==> config.mk <==
export PLATFORM = sky130hd
export DESIGN_NAME = sdmacTop
export DESIGN_NICKNAME = d
export VERILOG_FILES = /design/src/sdmacBusPkg.sv /design/src/sdmacFifoPkg.sv /design/src/cpuStateMachine.sv /design/src/fifoPointers.sv /design/src/dmaFifo.sv /design/src/dmaRegs.sv /design/src/sdmacTop.sv
export SDC_FILE = /design/constraint.sdc
export NUM_CORES = 1
export LEC_CHECK = 0
export BUFFER_PORTS_ARGS = -buffer_cell sky130_fd_sc_hd__buf_2
export CORE_UTILIZATION = 46
export DETAILED_ROUTE_END_ITERATION = 7
export PLACE_DENSITY = 0.68
export SLEW_MARGIN = 30
export SYNTH_ARGS = -nofsm -noshare
export SYNTH_HDL_FRONTEND = slang
export SYNTH_SLANG_ARGS = --single-unit
==> constraint.sdc <==
create_clock -name BBCLK -period 2.8 [get_ports BBCLK]
set_clock_uncertainty 0.1 [all_clocks]
set_input_delay 0.56 -clock BBCLK [delete_from_list [all_inputs] [get_ports BBCLK]]
set_output_delay 0.56 -clock BBCLK [all_outputs]
set_load 0.1 [all_outputs]
==> src/sdmacBusPkg.sv <==
// SCSI DMA bus definitions
// Memory bus and APB types, register map and bus-master state encoding
package sdmacBusPkg;

    // Data longword, same width on APB and memory bus
    typedef logic [31:0] longT;
    // Longword address, byte address without bits 1:0
    typedef logic [29:0] addrT;
    // Transfer length counted in longwords
    typedef logic [15:0] countT;
    // APB byte offset into the register block
    typedef logic [3:0] regAddrT;

    // Register map
    localparam regAddrT regAddr = 4'h0;
    localparam regAddrT regCount = 4'h4;
    localparam regAddrT regCtrl = 4'h8;
    localparam regAddrT regStatus = 4'hC;

    // Control register bits, dir set means memory to SCSI
    localparam int ctrlStart = 0;
    localparam int ctrlDir = 1;

    // APB request from the host, zero-wait slave
    typedef struct packed {
        logic psel;
        logic penable;
        logic pwrite;
        regAddrT paddr;
        longT pwdata;
    } apbReqT;

    // Memory bus cycle driven by the DMA master
    typedef struct packed {
        logic addrStrobe;
        logic write;
        addrT addr;
        longT wdata;
    } memReqT;

    // Memory slave response, termAck is a single-cycle pulse
    typedef struct packed {
        logic busGrant;
        logic termAck;
        longT rdata;
    } memRspT;

    // Bus-master states
    typedef enum logic [1:0] {
        idle,
        request,
        strobe,
        advance
    } busStateT;

endpackage

==> src/sdmacFifoPkg.sv <==
// SCSI DMA FIFO definitions
// Depth, pointer and lane types, and the status flags seen by both sides
package sdmacFifoPkg;

    // Depth in longwords
    localparam int fifoDepth = 8;
    // Byte lanes per longword
    localparam int laneCount = 4;

    // One SCSI data byte
    typedef logic [7:0] byteT;
    // Word slot index
    typedef logic [$clog2(fifoDepth)-1:0] ptrT;
    // Byte lane inside a longword, lane 0 is least significant
    typedef logic [$clog2(laneCount)-1:0] laneT;
    // Occupancy in longwords, 0 up to fifoDepth
    typedef logic [$clog2(fifoDepth+1)-1:0] occT;

    // Occupancy of a full FIFO
    localparam occT occFull = occT'(fifoDepth);
    // Last lane before a word completes
    localparam laneT laneLast = laneT'(laneCount - 1);

    // Status flags for the bus side and the SCSI side
    typedef struct packed {
        logic wordReady;
        logic spaceReady;
        logic byteReady;
        logic byteSpace;
    } fifoStatT;

endpackage

==> src/cpuStateMachine.sv <==
// Bus-master state machine
// Requests the memory bus and runs one longword cycle per FIFO word,
// and gates the SCSI handshake on FIFO space or data
module cpuStateMachine (
    input  logic                     BBCLK,
    input  logic                     CCRESET_,
    input  logic                     busy,
    input  logic                     toScsi,
    input  sdmacBusPkg::addrT        curAddr,
    input  sdmacBusPkg::countT       remaining,
    input  sdmacFifoPkg::fifoStatT   fifoStat,
    input  sdmacBusPkg::longT        fifoRdWord,
    output logic                     busReq,
    output sdmacBusPkg::memReqT      memReq,
    input  sdmacBusPkg::memRspT      memRsp,
    output logic                     wordDone,
    output sdmacBusPkg::longT        fifoWrWord,
    output logic                     scsiAck
);

    sdmacBusPkg::busStateT state;
    sdmacBusPkg::busStateT stateNext;
    logic wordCanMove;

    // A longword can move when work is left and the FIFO side allows it
    // Reading memory needs a free slot, writing memory needs a full word
    assign wordCanMove = busy && (remaining != '0) &&
                         (toScsi ? fifoStat.spaceReady : fifoStat.wordReady);

    // Next state
    always_comb begin
        stateNext = state;
        case (state)
            sdmacBusPkg::idle: begin
                if (wordCanMove) begin
                    stateNext = sdmacBusPkg::request;
                end
            end
            sdmacBusPkg::request: begin
                // Stay here until the arbiter grants the bus
                if (memRsp.busGrant) begin
                    stateNext = sdmacBusPkg::strobe;
                end
            end
            sdmacBusPkg::strobe: begin
                // Cycle length set by the slave
                if (memRsp.termAck) begin
                    stateNext = sdmacBusPkg::advance;
                end
            end
            sdmacBusPkg::advance: begin
                stateNext = sdmacBusPkg::idle;
            end
            default: begin
                stateNext = sdmacBusPkg::idle;
            end
        endcase
    end

    always_ff @(posedge BBCLK or negedge CCRESET_) begin
        if (!CCRESET_) begin
            state <= sdmacBusPkg::idle;
        end else begin
            state <= stateNext;
        end
    end

    // Read data captured with the terminate, written to the FIFO in advance
    always_ff @(posedge BBCLK) begin
        if ((state == sdmacBusPkg::strobe) && memRsp.termAck && toScsi) begin
            fifoWrWord <= memRsp.rdata;
        end
    end

    // Bus request held through grant wait and strobe, dropped in advance
    assign busReq = (state == sdmacBusPkg::request) || (state == sdmacBusPkg::strobe);

    // Address and data stay put during the strobe
    // curAddr only moves on wordDone, and the head word only on wordDone
    assign memReq.addrStrobe = (state == sdmacBusPkg::strobe);
    assign memReq.write      = !toScsi;
    assign memReq.addr       = curAddr;
    assign memReq.wdata      = fifoRdWord;

    // One pulse per finished longword
    assign wordDone = (state == sdmacBusPkg::advance);

    // SCSI side handshake
    assign scsiAck = busy && (toScsi ? fifoStat.byteReady : fifoStat.byteSpace);

endmodule

==> src/fifoPointers.sv <==
// FIFO pointer counters
// Word pointers, byte-lane counters and longword occupancy,
// with the status flags derived from them
module fifoPointers (
    input  logic                   BBCLK,
    input  logic                   CCRESET_,
    input  logic                   toScsi,
    input  logic                   byteMove,
    input  logic                   wordDone,
    output sdmacFifoPkg::ptrT      wrPtr,
    output sdmacFifoPkg::ptrT      rdPtr,
    output sdmacFifoPkg::laneT     wrLane,
    output sdmacFifoPkg::laneT     rdLane,
    output sdmacFifoPkg::fifoStatT fifoStat,
    output logic                   fifoEmpty
);

    sdmacFifoPkg::occT occ;
    logic byteWr;
    logic byteRd;
    logic wordWr;
    logic wordRd;
    logic wrWrap;
    logic rdWrap;
    logic occInc;
    logic occDec;

    // SCSI side moves bytes, bus side moves whole words
    assign byteWr = byteMove && !toScsi;
    assign byteRd = byteMove && toScsi;
    assign wordWr = wordDone && toScsi;
    assign wordRd = wordDone && !toScsi;

    // Last lane done, word slot completes
    assign wrWrap = byteWr && (wrLane == sdmacFifoPkg::laneLast);
    assign rdWrap = byteRd && (rdLane == sdmacFifoPkg::laneLast);

    assign occInc = wrWrap || wordWr;
    assign occDec = rdWrap || wordRd;

    always_ff @(posedge BBCLK or negedge CCRESET_) begin
        if (!CCRESET_) begin
            wrPtr  <= '0;
            rdPtr  <= '0;
            wrLane <= '0;
            rdLane <= '0;
            occ    <= '0;
        end else begin
            if (byteWr) begin
                wrLane <= wrLane + 1'b1;
            end
            if (byteRd) begin
                rdLane <= rdLane + 1'b1;
            end
            // Pointers wrap naturally at the depth
            if (occInc) begin
                wrPtr <= wrPtr + 1'b1;
            end
            if (occDec) begin
                rdPtr <= rdPtr + 1'b1;
            end
            case ({occInc, occDec})
                2'b10: occ <= occ + 1'b1;
                2'b01: occ <= occ - 1'b1;
                default: occ <= occ;
            endcase
        end
    end

    // Head word counts as held until its last byte leaves
    assign fifoStat.wordReady  = (occ != '0);
    assign fifoStat.spaceReady = (occ != sdmacFifoPkg::occFull);
    assign fifoStat.byteReady  = (occ != '0);
    assign fifoStat.byteSpace  = (occ != sdmacFifoPkg::occFull);

    // No whole words and no partly moved word
    assign fifoEmpty = (occ == '0) && (wrLane == rdLane);

endmodule

==> src/dmaFifo.sv <==
// FIFO storage
// Eight longwords split into byte lanes, byte access from SCSI,
// whole-word access from the memory bus
module dmaFifo (
    input  logic                 BBCLK,
    input  logic                 toScsi,
    input  logic                 byteMove,
    input  logic                 wordDone,
    input  sdmacFifoPkg::ptrT    wrPtr,
    input  sdmacFifoPkg::ptrT    rdPtr,
    input  sdmacFifoPkg::laneT   wrLane,
    input  sdmacFifoPkg::laneT   rdLane,
    input  sdmacFifoPkg::byteT   scsiDataIn,
    input  sdmacBusPkg::longT    fifoWrWord,
    output sdmacFifoPkg::byteT   scsiDataOut,
    output sdmacBusPkg::longT    fifoRdWord
);

    // Each slot holds four lanes, lane 0 in the low byte
    sdmacFifoPkg::byteT [sdmacFifoPkg::laneCount-1:0] fifoMem [sdmacFifoPkg::fifoDepth];

    always_ff @(posedge BBCLK) begin
        if (toScsi) begin
            // Memory to SCSI, bus fills a whole slot
            if (wordDone) begin
                fifoMem[wrPtr] <= fifoWrWord;
            end
        end else begin
            // SCSI to memory, one lane per handshake
            if (byteMove) begin
                fifoMem[wrPtr][wrLane] <= scsiDataIn;
            end
        end
    end

    // Head byte for the SCSI side
    assign scsiDataOut = fifoMem[rdPtr][rdLane];
    // Head word for the memory write
    assign fifoRdWord  = fifoMem[rdPtr];

endmodule

==> src/dmaRegs.sv <==
// DMA register block
// Zero-wait APB slave for address, length, control and status,
// plus the running address and remaining-count counters
module dmaRegs (
    input  logic                BBCLK,
    input  logic                CCRESET_,
    input  sdmacBusPkg::apbReqT apbReq,
    output sdmacBusPkg::longT   prdata,
    input  logic                wordDone,
    input  logic                fifoEmpty,
    output logic                busy,
    output logic                toScsi,
    output sdmacBusPkg::addrT   curAddr,
    output sdmacBusPkg::countT  remaining
);

    sdmacBusPkg::addrT  startAddr;
    sdmacBusPkg::countT lenReg;
    logic done;
    logic apbAccess;
    logic apbWrite;
    logic ctrlWrite;
    logic startReq;
    logic lastWord;
    logic xferEnd;

    // Access phase of the APB transfer
    assign apbAccess = apbReq.psel && apbReq.penable;
    assign apbWrite  = apbAccess && apbReq.pwrite;

    // Control writes are dropped while a transfer runs
    assign ctrlWrite = apbWrite && (apbReq.paddr == sdmacBusPkg::regCtrl) && !busy;
    assign startReq  = ctrlWrite && apbReq.pwdata[sdmacBusPkg::ctrlStart];

    // SCSI to memory ends with the last bus word
    // Memory to SCSI ends once the FIFO has drained
    assign lastWord = wordDone && (remaining == sdmacBusPkg::countT'(1));
    assign xferEnd  = busy && ((!toScsi && lastWord) || ((remaining == '0) && fifoEmpty));

    // Setup registers
    always_ff @(posedge BBCLK or negedge CCRESET_) begin
        if (!CCRESET_) begin
            startAddr <= '0;
            lenReg    <= '0;
            toScsi    <= 1'b0;
        end else begin
            if (apbWrite && (apbReq.paddr == sdmacBusPkg::regAddr)) begin
                startAddr <= apbReq.pwdata[31:2];
            end
            if (apbWrite && (apbReq.paddr == sdmacBusPkg::regCount)) begin
                lenReg <= apbReq.pwdata[15:0];
            end
            if (ctrlWrite) begin
                toScsi <= apbReq.pwdata[sdmacBusPkg::ctrlDir];
            end
        end
    end

    // Transfer status and counters
    always_ff @(posedge BBCLK or negedge CCRESET_) begin
        if (!CCRESET_) begin
            busy      <= 1'b0;
            done      <= 1'b0;
            curAddr   <= '0;
            remaining <= '0;
        end else if (startReq) begin
            busy      <= 1'b1;
            done      <= 1'b0;
            curAddr   <= startAddr;
            remaining <= lenReg;
        end else begin
            if (wordDone) begin
                curAddr   <= curAddr + 1'b1;
                remaining <= remaining - 1'b1;
            end
            if (xferEnd) begin
                busy <= 1'b0;
                done <= 1'b1;
            end
        end
    end

    // Read mux, valid in the access phase
    always_comb begin
        prdata = '0;
        if (apbAccess) begin
            case (apbReq.paddr)
                sdmacBusPkg::regAddr:   prdata = {startAddr, 2'b00};
                sdmacBusPkg::regCount:  prdata = {16'h0000, lenReg};
                // Start always reads back as zero
                sdmacBusPkg::regCtrl:   prdata = {30'h0, toScsi, 1'b0};
                sdmacBusPkg::regStatus: prdata = {remaining, 14'h0, done, busy};
                default:                prdata = '0;
            endcase
        end
    end

endmodule

==> src/sdmacTop.sv <==
// SCSI DMA controller top
// Registers, bus master, FIFO pointers and FIFO storage wired together
module sdmacTop (
    input  logic                 BBCLK,
    input  logic                 CCRESET_,
    input  sdmacBusPkg::apbReqT  apbReq,
    output sdmacBusPkg::longT    prdata,
    input  logic                 scsiReq,
    input  sdmacFifoPkg::byteT   scsiDataIn,
    output sdmacFifoPkg::byteT   scsiDataOut,
    output logic                 scsiAck,
    output logic                 busReq,
    output sdmacBusPkg::memReqT  memReq,
    input  sdmacBusPkg::memRspT  memRsp
);

    logic wordDone;
    logic fifoEmpty;
    logic busy;
    logic toScsi;
    logic byteMove;
    sdmacBusPkg::addrT      curAddr;
    sdmacBusPkg::countT     remaining;
    sdmacBusPkg::longT      fifoRdWord;
    sdmacBusPkg::longT      fifoWrWord;
    sdmacFifoPkg::fifoStatT fifoStat;
    sdmacFifoPkg::ptrT      wrPtr;
    sdmacFifoPkg::ptrT      rdPtr;
    sdmacFifoPkg::laneT     wrLane;
    sdmacFifoPkg::laneT     rdLane;

    // One byte per completed SCSI handshake
    assign byteMove = scsiReq && scsiAck;

    dmaRegs regs0 (
        .BBCLK, .CCRESET_, .apbReq, .prdata, .wordDone, .fifoEmpty,
        .busy, .toScsi, .curAddr, .remaining
    );

    cpuStateMachine cpuSm0 (
        .BBCLK, .CCRESET_, .busy, .toScsi, .curAddr, .remaining, .fifoStat,
        .fifoRdWord, .busReq, .memReq, .memRsp, .wordDone, .fifoWrWord, .scsiAck
    );

    fifoPointers ptrs0 (
        .BBCLK, .CCRESET_, .toScsi, .byteMove, .wordDone,
        .wrPtr, .rdPtr, .wrLane, .rdLane, .fifoStat, .fifoEmpty
    );

    dmaFifo fifo0 (
        .BBCLK, .toScsi, .byteMove, .wordDone, .wrPtr, .rdPtr, .wrLane, .rdLane,
        .scsiDataIn, .fifoWrWord, .scsiDataOut, .fifoRdWord
    );

endmodule

=== Word-level counts from Yosys, hierarchy flattened ===
Memories as Yosys holds them, arrays and structs flattened.
Cells that the tools add are included.

* Bits in registers: 143
* Memory bits (writable): 256
* Input bits: 84
* Output and inout bits: 106
* Memories: 1

{| class="wikitable"
|+ Memory list
! name !! depth !! width !! rd ports !! clocked after Yosys merged registers in !! wr ports !! line !! source
|-
| fifo0.fifoMem || 8 || 32 || 1 || 0 || 1 || dmaFifo.sv:20 || <nowiki>sdmacFifoPkg::byteT [sdmacFifoPkg::laneCount-1:0] fifoMem [sdmacFifoPkg::fifoDepth];</nowiki>
|}

* Add/sub/neg operators: 8
* Magnitude comparators: 3
* Eq/ne operators: 16
* Muxes and demuxes: 59
* Bitwise gates (word level): 32
* Reduce and logical (&&, ||, !) cells: 41

{| class="wikitable"
|+ Operators by type and width
! cell !! number
|-
| one-hot mux 32 bit (4 select lines) || 1
|-
| 2-to-1 mux 32 bit || 2
|-
| 2-to-1 mux 30 bit || 2
|-
| 2-to-1 mux 1 bit || 43
|-
| 2-to-1 mux 16 bit || 2
|-
| bitwise OR 1 bit || 32
|-
| adder 30 x 1 -> 30 bit (second input constant) || 1
|-
| logical AND 1 bit || 25
|-
| binary-select mux 8 bit (select 2 bit) || 1
|-
| demux 8 bit (select 2 bit) || 1
|-
| equality test 16 x 1 -> 1 bit (second input constant) || 1
|-
| logical NOT 16 bit || 1
|-
| 2-to-1 mux 8 bit || 2
|-
| nonzero test 16 bit || 1
|-
| subtractor 16 x 1 -> 16 bit (second input constant) || 1
|-
| equality test 2 bit (second input constant) || 5
|-
| equality test 4 bit (second input constant) || 2
|-
| logical NOT 4 bit || 2
|-
| one-hot mux 2 bit (4 select lines) || 1
|-
| one-hot mux 4 bit (2 select lines) || 1
|-
| adder 3 x 1 -> 3 bit (second input constant) || 2
|-
| less-than comparator 2 x 3 -> 1 bit (second input constant) || 2
|-
| 2-to-1 mux 2 bit || 3
|-
| nonzero test 2 bit || 3
|-
| other kinds (15) || 22
|}

=== Logic depth before layout (Yosys ltp) ===
Gate-level depths: netlist (run 1).

* Depth after elaboration: 9
* Mapped depth: 12

=== By module ===
From an unflattened synthesis (run 1), not the netlist that was laid out.

* Cells, all modules: 1175
* Area, all modules: 18182.4 µm²

{| class="wikitable"
|+ Modules (own cells, without submodules)
! module !! times used !! cells each !! area each (µm²) !! seq. area each (µm²)
|-
| dmaFifo || 1 || 482 || 10692.8 || 7687.4
|-
| dmaRegs || 1 || 499 || 4992.3 || 2377.3
|-
| cpuStateMachine || 1 || 120 || 1669.1 || 1011.0
|-
| fifoPointers || 1 || 73 || 822.0 || 350.3
|-
| sdmacTop || 1 || 1 || 6.3 || 0.0
|}

=== Worst setup path before layout (run 1) ===
OpenSTA, ideal clock, no wires.

* Path kind: register to output
* Start point: register ptrs0.rdPtr[1]
* End point: output port scsiDataOut[7]
* Arrival: 3073 ps
* Data required time: 2140 ps
* Setup slack: -933 ps
* Cell stages (with the launch flop): 7
* Buffers on the path: 2
* Cells stage by stage: dfrtp_1 buf_2 buf_1 mux4_2 mux2_2 o22ai_1 nor2_1

{| class="wikitable"
|+ RTL lines
! what !! line !! source
|-
| from (decl) || fifoPointers.sv:11 || <nowiki>output sdmacFifoPkg::ptrT rdPtr,</nowiki>
|-
| from (signal assigned) || fifoPointers.sv:60 || <nowiki>rdPtr <= rdPtr + 1'b1;</nowiki>
|-
| to (decl) || sdmacTop.sv:10 || <nowiki>output sdmacFifoPkg::byteT scsiDataOut,</nowiki>
|}

=== Final worst setup path (run 1) ===
* Start point: register ptrs0.rdPtr[0]
* End point: output port scsiDataOut[5]

* Cells in the longest elaborated chain, start to end: 3

{| class="wikitable"
|+ RTL lines
! what !! line !! source
|-
| memory (8 x 32 bit) || -- ||
|-
| binary-select mux 8 bit (select 2 bit) || dmaFifo.sv:37 || <nowiki>assign scsiDataOut = fifoMem[rdPtr][rdLane];</nowiki>
|-
| 2-to-1 mux 8 bit (not written as such) || dmaFifo.sv:37 ||
|}

Every way passes these cells. The select of a mux whose other input is x is not followed.

==> metrics.txt, run 1 <==
Multi-input gate area 6210 um2; Layout area overhead 31.6%; Critical path buffers and inverters 4; async set or reset register ratio after synthesis 27.8%; Crit. path cell count 8; P per Cell Area 1230 nW/um2; vias in the first global route 11093; Total GRT Usage 23.5%; grt met1 use 32.1%; most used routing layer met2; CP startpoint kind flop; failing checks negative setup slack; Post-synth top flop edfxtp_1; Critical-path top delay cell dfrtp_4; final worst path period share 116%; hold path depth 1; die area 38400 um2; Core Rows 70; met3 Use GR 4.66%; Critical Path RT 2.14 ns; final instance area 22800 um2; Initial Utilization 47.0%; RSZ-0062 raised after global routing true; flops & latches, synth 399; deepest level of the CTS H-tree 2; share of the yosys chip area belonging to registers 65.9%; status complete, but fails checks; vias 11005; drc violations 0; Hold Vio Cnt, Final 0; reg2reg path depth 10; static leakage 8.29 nW; crit end category output port; Setup Viol. Count Final 40; worst IR drop on VDD 1320 uV; Cell Chain, Critical Path buf_12, buf_12, clkbuf_16, mux4_2, mux2_4, o22ai_4, nor2_4, buf_12; clk_lat worst skew 0.53 ns; Clock Sinks 399; highest clock rate 0.308 GHz; dpl cell area 20400 um2; antenna-violating nets left 0; Buffers on Ports 189; largest net degree at the start of global routing 61; gpl congestion 0.839; die height 196 um; cell family with most CP delay multiplexers; crit path kind reg2out; wire per inst 23.3 um; total gr overflow 0; layout cells sized above 1 40.8%; fin util 61.8%; Syn Area/Cell 15.5 um2; most used cell, CP buf_12; die width 196 um; vias per inst 5.69; CP arrival 2.59 ns; max-cap viol count 0; antenna violations before repair 8; WL final 45000 um; syn_nets 1223; worst hold slack 0.0993 ns; mapped cell area 17300 um2; slack of the critical path -0.450 ns; drt first pass iters 5; DP HPWL 29900 um; CTS tree done; register area 11400 um2; Tmin final 3.25 ns; # IOs 190; FILL cells 2643; Crit Path Max Fanout 6; clk buf depth 3; first-pass GRT wire length 67300 um; YS warnings 0; Yosys cell types 63; met2 usage 38.0%; Core Area 36900 um2; Gate Count Post-Synth 1120; root buf cell clkbuf_16; Clock Pin Slew Worst Setup and Hold Paths 0.06 ns; slew margin rel. 46.4%; cts bufs inserted 42; Post-synth EDFFs 288; worst-margin pin slew 0.801 ns; worst hold path type in2reg; 1st-iter DRT viols 922; slowest stage delay, CP 0.51 ns; Final #Nets 1497; fin. max-slew vios 0
==> state kept, by name, indices dropped and copies added, names as in the netlist <==
register,flops
regs0.toScsi,1
regs0.startAddr,30
regs0.lenReg,16
regs0.curAddr,30
ptrs0.wrPtr,3
ptrs0.wrLane,2
cpuSm0.fifoWrWord,32
regs0.remaining,16
regs0.busy,1
ptrs0.rdLane,2
fifo0.fifoMem,256
regs0.done,1
ptrs0.occ,4
ptrs0.rdPtr,3
cpuSm0.state,2
==> through the flow <==
stage	setup WS, ns	setup TNS (ns)	std cells	power [mW]
after floorplan	-0.228	-0.228	1120	17.2
after global placement	-0.0294	-0.0294	1827	19.6
after detailed placement	-0.0464	-0.0464	1827	19.7
after CTS	-0.453	-10.16	1915	27.4
after global routing	-0.502	-12.43	1933	29.0
final	-0.450	-10.35	1934	28.0
==> cells in the mapped netlist (all sizes together), types with 18 or more instances <==
cell type / instances / area (um2)
nor2: 98 / 368
xor2: 21 / 184
clkbuf: 31 / 118
o21ai: 39 / 195
mux4: 64 / 1440
dfrtp: 111 / 2780
buf: 33 / 164
edfxtp: 288 / 8650
a22oi: 31 / 233
ha: 18 / 225
mux2: 114 / 1280
nand3: 27 / 140
nand2: 57 / 214
==> path summary, 6_finish.rpt <==
check | to | startpoint | slack (ns)
min in group asynchronous | regs0.startAddr[11] | CCRESET_ | 0.40
worst min register to register | regs0.curAddr[0] | regs0.startAddr[0] | 0.40
max in group asynchronous | regs0.startAddr[20] | CCRESET_ | 1.53
worst min-delay path | cpuSm0.fifoWrWord[27] | memRsp[27] | 0.1
worst max-delay path | scsiDataOut[5] | ptrs0.rdPtr[0] | -0.45
worst max register to register | ptrs0.occ[3] | cpuSm0.state[1] | 0.19
==> repair_timing <==
action | CTS | global route
setup buffers | 10 | 17
hold buffers | 1 | 0
pin swaps | 1 | 10
gates cloned | 2 | 1
resized for setup | 155 | 34
hold endpoints to repair | 25 | 0
endpoints found under the setup margin | 40 | 41
==> layout by cell type (no fill, tap or decap), types with 6 or more instances in the layout <==
cell type / instances
a31oi_1: 15
inv_1: 13
o21ai_0: 36
mux2_4: 31
buf_12: 88
o31ai_1: 7
a22oi_1: 31
and4_1: 6
buf_6: 18
buf_4: 68
mux4_2: 64
o22ai_4: 13
clkbuf_1: 11
edfxtp_1: 288
xnor2_1: 15
clkinv_1: 8
xor2_1: 21
mux2_1: 23
ha_1: 17
or4_1: 13
dfrtp_1: 107
or3_1: 8
nor2_4: 39
nand4_1: 15
mux2_2: 60
buf_2: 116
nand2_1: 57
nor2_1: 58
nand3_1: 25
clkbuf_16: 45
==> per-layer routing <==
metal  share of wire (%)  up-vias
li1                    -     4906
met5               0.051        -
met4                 2.4        4
met3                 7.1       71
met1                  41     5588
met2                  49      436
==> cell type report <==
type	count	area share (%)
flip-flops and latches	399	50.2
clock buffers	55	5.01
clock inverters	20	0.873
multi-input cells	644	27.2
repair buffers	294	13.7
well taps	504	2.77
inverters	13	0.214
diodes	5	0.0549
==> logic make-up (layout without fill, tap and decap cells) <==
kind of cell,count (synthesis),after routing,synth area share (%)
adder cells (fa/ha/maj),19,19,1.42
flip-flops,399,399,65.9
multiplexers,180,180,15.8
AND/OR/NAND/NOR,273,273,7.97
XOR/XNOR,36,36,1.82
buffers and inverters,77,382,1.91
other,0,5,0
AO/OA/AOI/OAI,136,136,5.11
==> report_power, final <==
part	leakage [nW]	internal [mW]	switching (mW)
sequential	3.87	7.51	0.583
clock	0.649	3.24	2.18
combinational	3.77	5.64	8.88
(Power assumes the default switching activity.)
==> run 2, diff against run 1 <==
Settings changed: CTS_CLUSTER_SIZE set to 28, SKIP_CTS_REPAIR_TIMING set to 1.
==> metrics.txt, run 2 (same netlist as run 1, synthesis figures left out) <==
clk_lat worst skew 0.53 ns (about the same); final total power 27.1 mW (was 28.0 mW); Core Area 36900 um2 (unchanged); worst hold path type in2reg (unchanged); Critical Path Sink scsiDataOut[1] (was scsiDataOut[5]); final instance area 22500 um2 (was 22800 um2); worst hold slack 0.0949 ns (was 0.0993 ns); total negative slack -9.46 ns (was -10.35 ns); die height 196 um (unchanged); slack of the critical path -0.451 ns (was -0.450 ns); CP arrival 2.59 ns (about the same); cell family with most CP delay multiplexers (unchanged); clk buf depth 3 (unchanged); top flop regs fifo0.fifoMem: 256 flops, cpuSm0.fifoWrWord: 32 flops (unchanged); static leakage 8.17 nW (was 8.29 nW); failing checks negative setup slack (unchanged); commonest non-fill, non-tap cell in the layout edfxtp_1 (unchanged); highest clock rate 0.308 GHz (about the same); die area 38400 um2 (unchanged); Critical-path top delay cell dfrtp_4 (unchanged); dpl cell area 20400 um2 (unchanged); layout cells sized above 1 40.3% (was 40.8%); gpl congestion 0.839 (unchanged); total gr overflow 0 (unchanged); Tmin final 3.25 ns (about the same); most used cell, CP buf_6 (was buf_12); drt first pass iters 5 (unchanged); vias per inst 5.70 (was 5.69); root buf cell clkbuf_16 (unchanged); Hold Vio Cnt, Final 0 (unchanged); slowest stage delay, CP 0.50 ns (was 0.51 ns); Cell Chain, Critical Path buf_6, buf_12, buf_4, mux4_2, mux2_4, o22ai_2, nor2_4, buf_6 (was buf_12, buf_12, clkbuf_16, mux4_2, mux2_4, o22ai_4, nor2_4, buf_12); wire per inst 23.2 um (was 23.3 um); crit end category output port (unchanged); Final #Nets 1485 (was 1497); FILL cells 2688 (was 2643); FF-to-FF End ptrs0.occ[3] (unchanged); 1st-iter DRT viols 824 (was 922); Clock Pin Slew Worst Setup and Hold Paths 0.06 ns (about the same); WL final 44600 um (was 45000 um); reg2reg path depth 10 (unchanged); Clock Sinks 399 (unchanged); Initial Utilization 47.0% (unchanged); Layout area overhead 29.7% (was 31.6%); Buffers on Ports 189 (unchanged); most frequent cells in the layout edfxtp_1, buf_2, dfrtp_1, buf_4, mux4_2 (was edfxtp_1, buf_2, dfrtp_1, buf_12, buf_4); CTS tree done (unchanged); setup slack, reg-to-reg 0.18 ns (was 0.19 ns); Total GRT Usage 22.7% (was 23.5%); CP startpoint kind flop (unchanged); crit path kind reg2out (unchanged); Core Rows 70 (unchanged); Setup Viol. Count Final 40 (unchanged); slew margin rel. 54.6% (was 46.4%); final worst path period share 116% (about the same); largest net degree at the start of global routing 61 (unchanged); antenna violations before repair 10 (was 8); vias in the first global route 10881 (was 11093); die width 196 um (unchanged); max-cap viol count 0 (unchanged); worst-margin pin slew 0.680 ns (was 0.801 ns); antenna-violating nets left 0 (unchanged); vias 10948 (was 11005); DP HPWL 29900 um (unchanged); worst IR drop on VDD 1320 uV (about the same); Critical Path RT 2.14 ns (about the same); Critical path buffers and inverters 4 (unchanged); Crit. path cell count 8 (unchanged); max reg flops 256 (unchanged); fin. max-slew vios 0 (unchanged); RSZ-0062 raised after global routing true (unchanged); P per Cell Area 1210 nW/um2 (was 1230 nW/um2); Worst Setup SP ptrs0.rdPtr[0] (unchanged); deepest level of the CTS H-tree 2 (unchanged); Crit Path Max Fanout 5 (was 6); first-pass GRT wire length 65100 um (was 67300 um); Top reg by flops fifo0.fifoMem (unchanged); cts bufs inserted 42 (unchanged); # IOs 190 (unchanged); fin util 60.9% (was 61.8%); status complete, but fails checks (unchanged); drc violations 0 (unchanged); Worst R2R Start cpuSm0.state[1] (unchanged)
run 2: per-stage QoR:
step                      instances  setup WS [ns]
after global routing           1921         -0.502
after CTS                      1902         -0.590
after global placement         1827        -0.0294
after detailed placement       1827        -0.0464
final                          1922         -0.451
after floorplan                1120         -0.228
run 2: layout make-up:
class / instances / area, um2 / area share [%]
well taps: 504 / 631 / 2.81
multi-input cells: 644 / 6160 / 27.4
diodes: 5 / 12.5 / 0.0557
repair buffers: 282 / 2840 / 12.7
flip-flops and latches: 399 / 11400 / 50.9
inverters: 13 / 48.8 / 0.217
clock inverters: 20 / 199 / 0.885
clock buffers: 55 / 1140 / 5.08
run 2: worst min path at each step:
stage | startpoint | end | cells past startpoint
after floorplan | CCRESET_ | cpuSm0.state[0] | 0
after global placement | regs0.startAddr[7] | regs0.curAddr[7] | 2
after detailed placement | regs0.startAddr[7] | regs0.curAddr[7] | 2
after CTS | CCRESET_ | regs0.startAddr[11] | 1
after global routing | memRsp[29] | cpuSm0.fifoWrWord[29] | 1
final | memRsp[29] | cpuSm0.fifoWrWord[29] | 1
run 2: metal layers:
layer | up-vias | track usage, % | share of wire, %
met3 | 76 | 4.69 | 7.1
met4 | 4 | 7.00 | 2.7
met5 | - | 0 | 0.052
li1 | 4890 | - | -
met2 | 436 | 36.7 | 49
met1 | 5542 | 31.0 | 41
run 2: where the power goes:
part | switching (mW) | total [mW] | internal, mW
Clock | 2.20 | 5.44 | 3.24
Combinational | 8.63 | 13.6 | 4.96
Sequential | 0.572 | 8.08 | 7.51
run 2: worst register-to-register path, delay by kind of cell (launching register included):
kind / cells / cell delay, ns
fa+ha+maj: 3 / 0.69
flops: 1 / 0.43
compound gates: 2 / 0.38
simple gates: 2 / 0.37
mux: 1 / 0.24
buf+inv: 1 / 0.20
xor+xnor: 1 / 0.13
==> run 3, diff against run 2 <==
Settings changed: RECOVER_POWER set to 50.
==> metrics.txt, run 3 (same netlist as run 1, synthesis figures left out) <==
status complete, but fails checks (unchanged); failing checks max-capacitance violations, max-slew violations, negative setup slack (was negative setup slack); vias in the first global route 10881 (unchanged); switching part of the total 42.2% (was 42.1%); clk buf depth 3 (unchanged); die area 38400 um2 (unchanged); Clock Sinks 399 (unchanged); register area 11400 um2 (unchanged); # IOs 190 (unchanged); top flop regs fifo0.fifoMem: 256 flops, cpuSm0.fifoWrWord: 32 flops (unchanged); Crit Path Max Fanout 6 (was 5); Reg power frac 29.9% (was 29.8%); commonest non-fill, non-tap cell in the layout edfxtp_1 (unchanged); RSZ-0062 raised after global routing true (unchanged); drt first pass iters 6 (was 5); final std cells w/o fill 1922 (unchanged); die height 196 um (unchanged); wire per inst 23.3 um (was 23.2 um); Setup Viol. Count Final 103 (was 40); switching pwr 11.4 mW (about the same); drc violations 0 (unchanged); CTS tree done (unchanged); Buffers on Ports 189 (unchanged); Layout area overhead 28.5% (was 29.7%); 1st-iter DRT viols 941 (was 824); Clock Pin Slew Worst Setup and Hold Paths 0.06 ns (about the same); Top reg by flops fifo0.fifoMem (unchanged); total internal power 15.6 mW (was 15.7 mW); max-cap viol count 1 (was 0); cts bufs inserted 42 (unchanged); slew margin rel. -13.0% (was 54.6%); CP arrival 2.60 ns (was 2.59 ns); final worst path period share 116% (about the same); met3 Use GR 4.69% (unchanged); slack of the critical path -0.457 ns (was -0.451 ns); deepest level of the CTS H-tree 2 (unchanged); gpl congestion 0.839 (unchanged); Multi-input gate area 6120 um2 (was 6160 um2); antenna-violating nets left 0 (unchanged); root buf cell clkbuf_16 (unchanged); met2 usage 36.7% (unchanged); worst-margin pin slew 1.69 ns (was 0.680 ns); max reg flops 256 (unchanged); CP startpoint kind flop (unchanged); Hold Vio Cnt, Final 0 (unchanged); most frequent cells in the layout edfxtp_1, dfrtp_1, buf_2, mux4_2, mux2_2 (was edfxtp_1, buf_2, dfrtp_1, buf_4, mux4_2); vias per inst 5.74 (was 5.70); most used routing layer met2 (unchanged); Initial Utilization 47.0% (unchanged); vias 11032 (was 10948); final total power 27.0 mW (was 27.1 mW); dpl cells 1827 (unchanged); Total GRT Usage 22.7% (unchanged); P per Cell Area 1210 nW/um2 (about the same); DP Worst Slack -0.0464 ns (unchanged); WL final 44800 um (was 44600 um); FILL cells 2733 (was 2688); crit path kind reg2out (unchanged); Core Area 36900 um2 (unchanged); clk_lat worst skew 0.53 ns (about the same); highest clock rate 0.307 GHz (was 0.308 GHz); worst IR drop on VDD 1310 uV (was 1320 uV); DP HPWL 29900 um (unchanged); worst hold path type in2reg (unchanged); largest net degree at the start of global routing 61 (unchanged); fin. max-slew vios 29 (was 0); total gr overflow 0 (unchanged); Core Rows 70 (unchanged); first-pass GRT wire length 65100 um (unchanged); grt met1 use 31.0% (unchanged); static leakage 8.07 nW (was 8.17 nW); die width 196 um (unchanged); Critical Path RT 2.14 ns (about the same); power share of the clock group 20.1% (about the same); crit end category output port (unchanged); fin util 60.4% (was 60.9%); layout cells sized above 1 37.7% (was 40.3%); antenna violations before repair 10 (unchanged); Comb power frac 50.0% (was 50.1%); Tmin final 3.26 ns (was 3.25 ns); Final #Nets 1485 (unchanged)
-- run 3: changes by cell type in the layout (fill, tap and decap cells not counted), moves of 2 or more --
cell	previous run	this run
buf_4	71	48
buf_1	0	2
clkbuf_1	11	41
o21ai_0	36	38
clkbuf_2	0	24
buf_2	116	86
clkbuf_4	0	2
o21ai_1	3	1
buf_12	63	58
-- run 3: layout make-up --
cell class | instances | share of cell area, %
multi-input combinational | 644 | 27.5
timing repair buffer | 282 | 12.0
clock buffer | 55 | 5.13
inverter | 13 | 0.219
clock inverter | 20 | 0.893
sequential | 399 | 51.3
antenna | 5 | 0.0562
tap | 504 | 2.83
-- run 3: metrics by stage --
step / hold WS (ns) / TNS [ns] / area [um2]
final: 0.0967 / -15.95 / 22300
after floorplan: 0.164 / -0.228 / 17800
after CTS: -0.140 / -12.74 / 21700
after global placement: 0.391 / -0.0294 / 20400
after detailed placement: 0.392 / -0.0464 / 20400
after global routing: 0.0778 / -51.91 / 22300
-- run 3: power by group through the flow --
stage	logic (mW)	registers [mW]	clock network (mW)
2_1_floorplan	8.80	8.40	0
3_3_place_gp	11.4	8.16	0
3_5_place_dp	11.6	8.19	0
4_1_cts	11.6	8.09	5.50
5_1_grt	14.1	8.16	5.72
6_report	13.5	8.08	5.43
-- run 3: critical path: stages (launching register included) --
cell	delay (ns)
dfrtp_4	0.50
buf_12	0.16
buf_12	0.13
clkbuf_16	0.16
mux4_2	0.44
mux2_4	0.31
o22ai_2	0.15
nor2_4	0.05
buf_6	0.18
-- run 3: metal layers --
metal	vias to the layer above	wire [um]
met5	-	23
met4	4	1150
met3	73	3240
met2	435	22000
met1	5639	18300
li1	4881	-
-- run 3: worst paths after layout --
kind | slack [ns] | depth (start not counted) | startpoint | to
worst max-delay path | -0.46 | 8 | ptrs0.rdPtr[0] | scsiDataOut[6]
worst min-delay path | 0.1 | 1 | memRsp[29] | cpuSm0.fifoWrWord[29]
worst max register to register | -0.03 | 5 | regs0.toScsi | fifo0.fifoMem[3][18]
worst min register to register | 0.40 | 2 | regs0.startAddr[0] | regs0.curAddr[0]
max in group asynchronous | 0.20 | 3 | CCRESET_ | cpuSm0.state[1]
min in group asynchronous | 0.90 | 2 | CCRESET_ | regs0.startAddr[11]
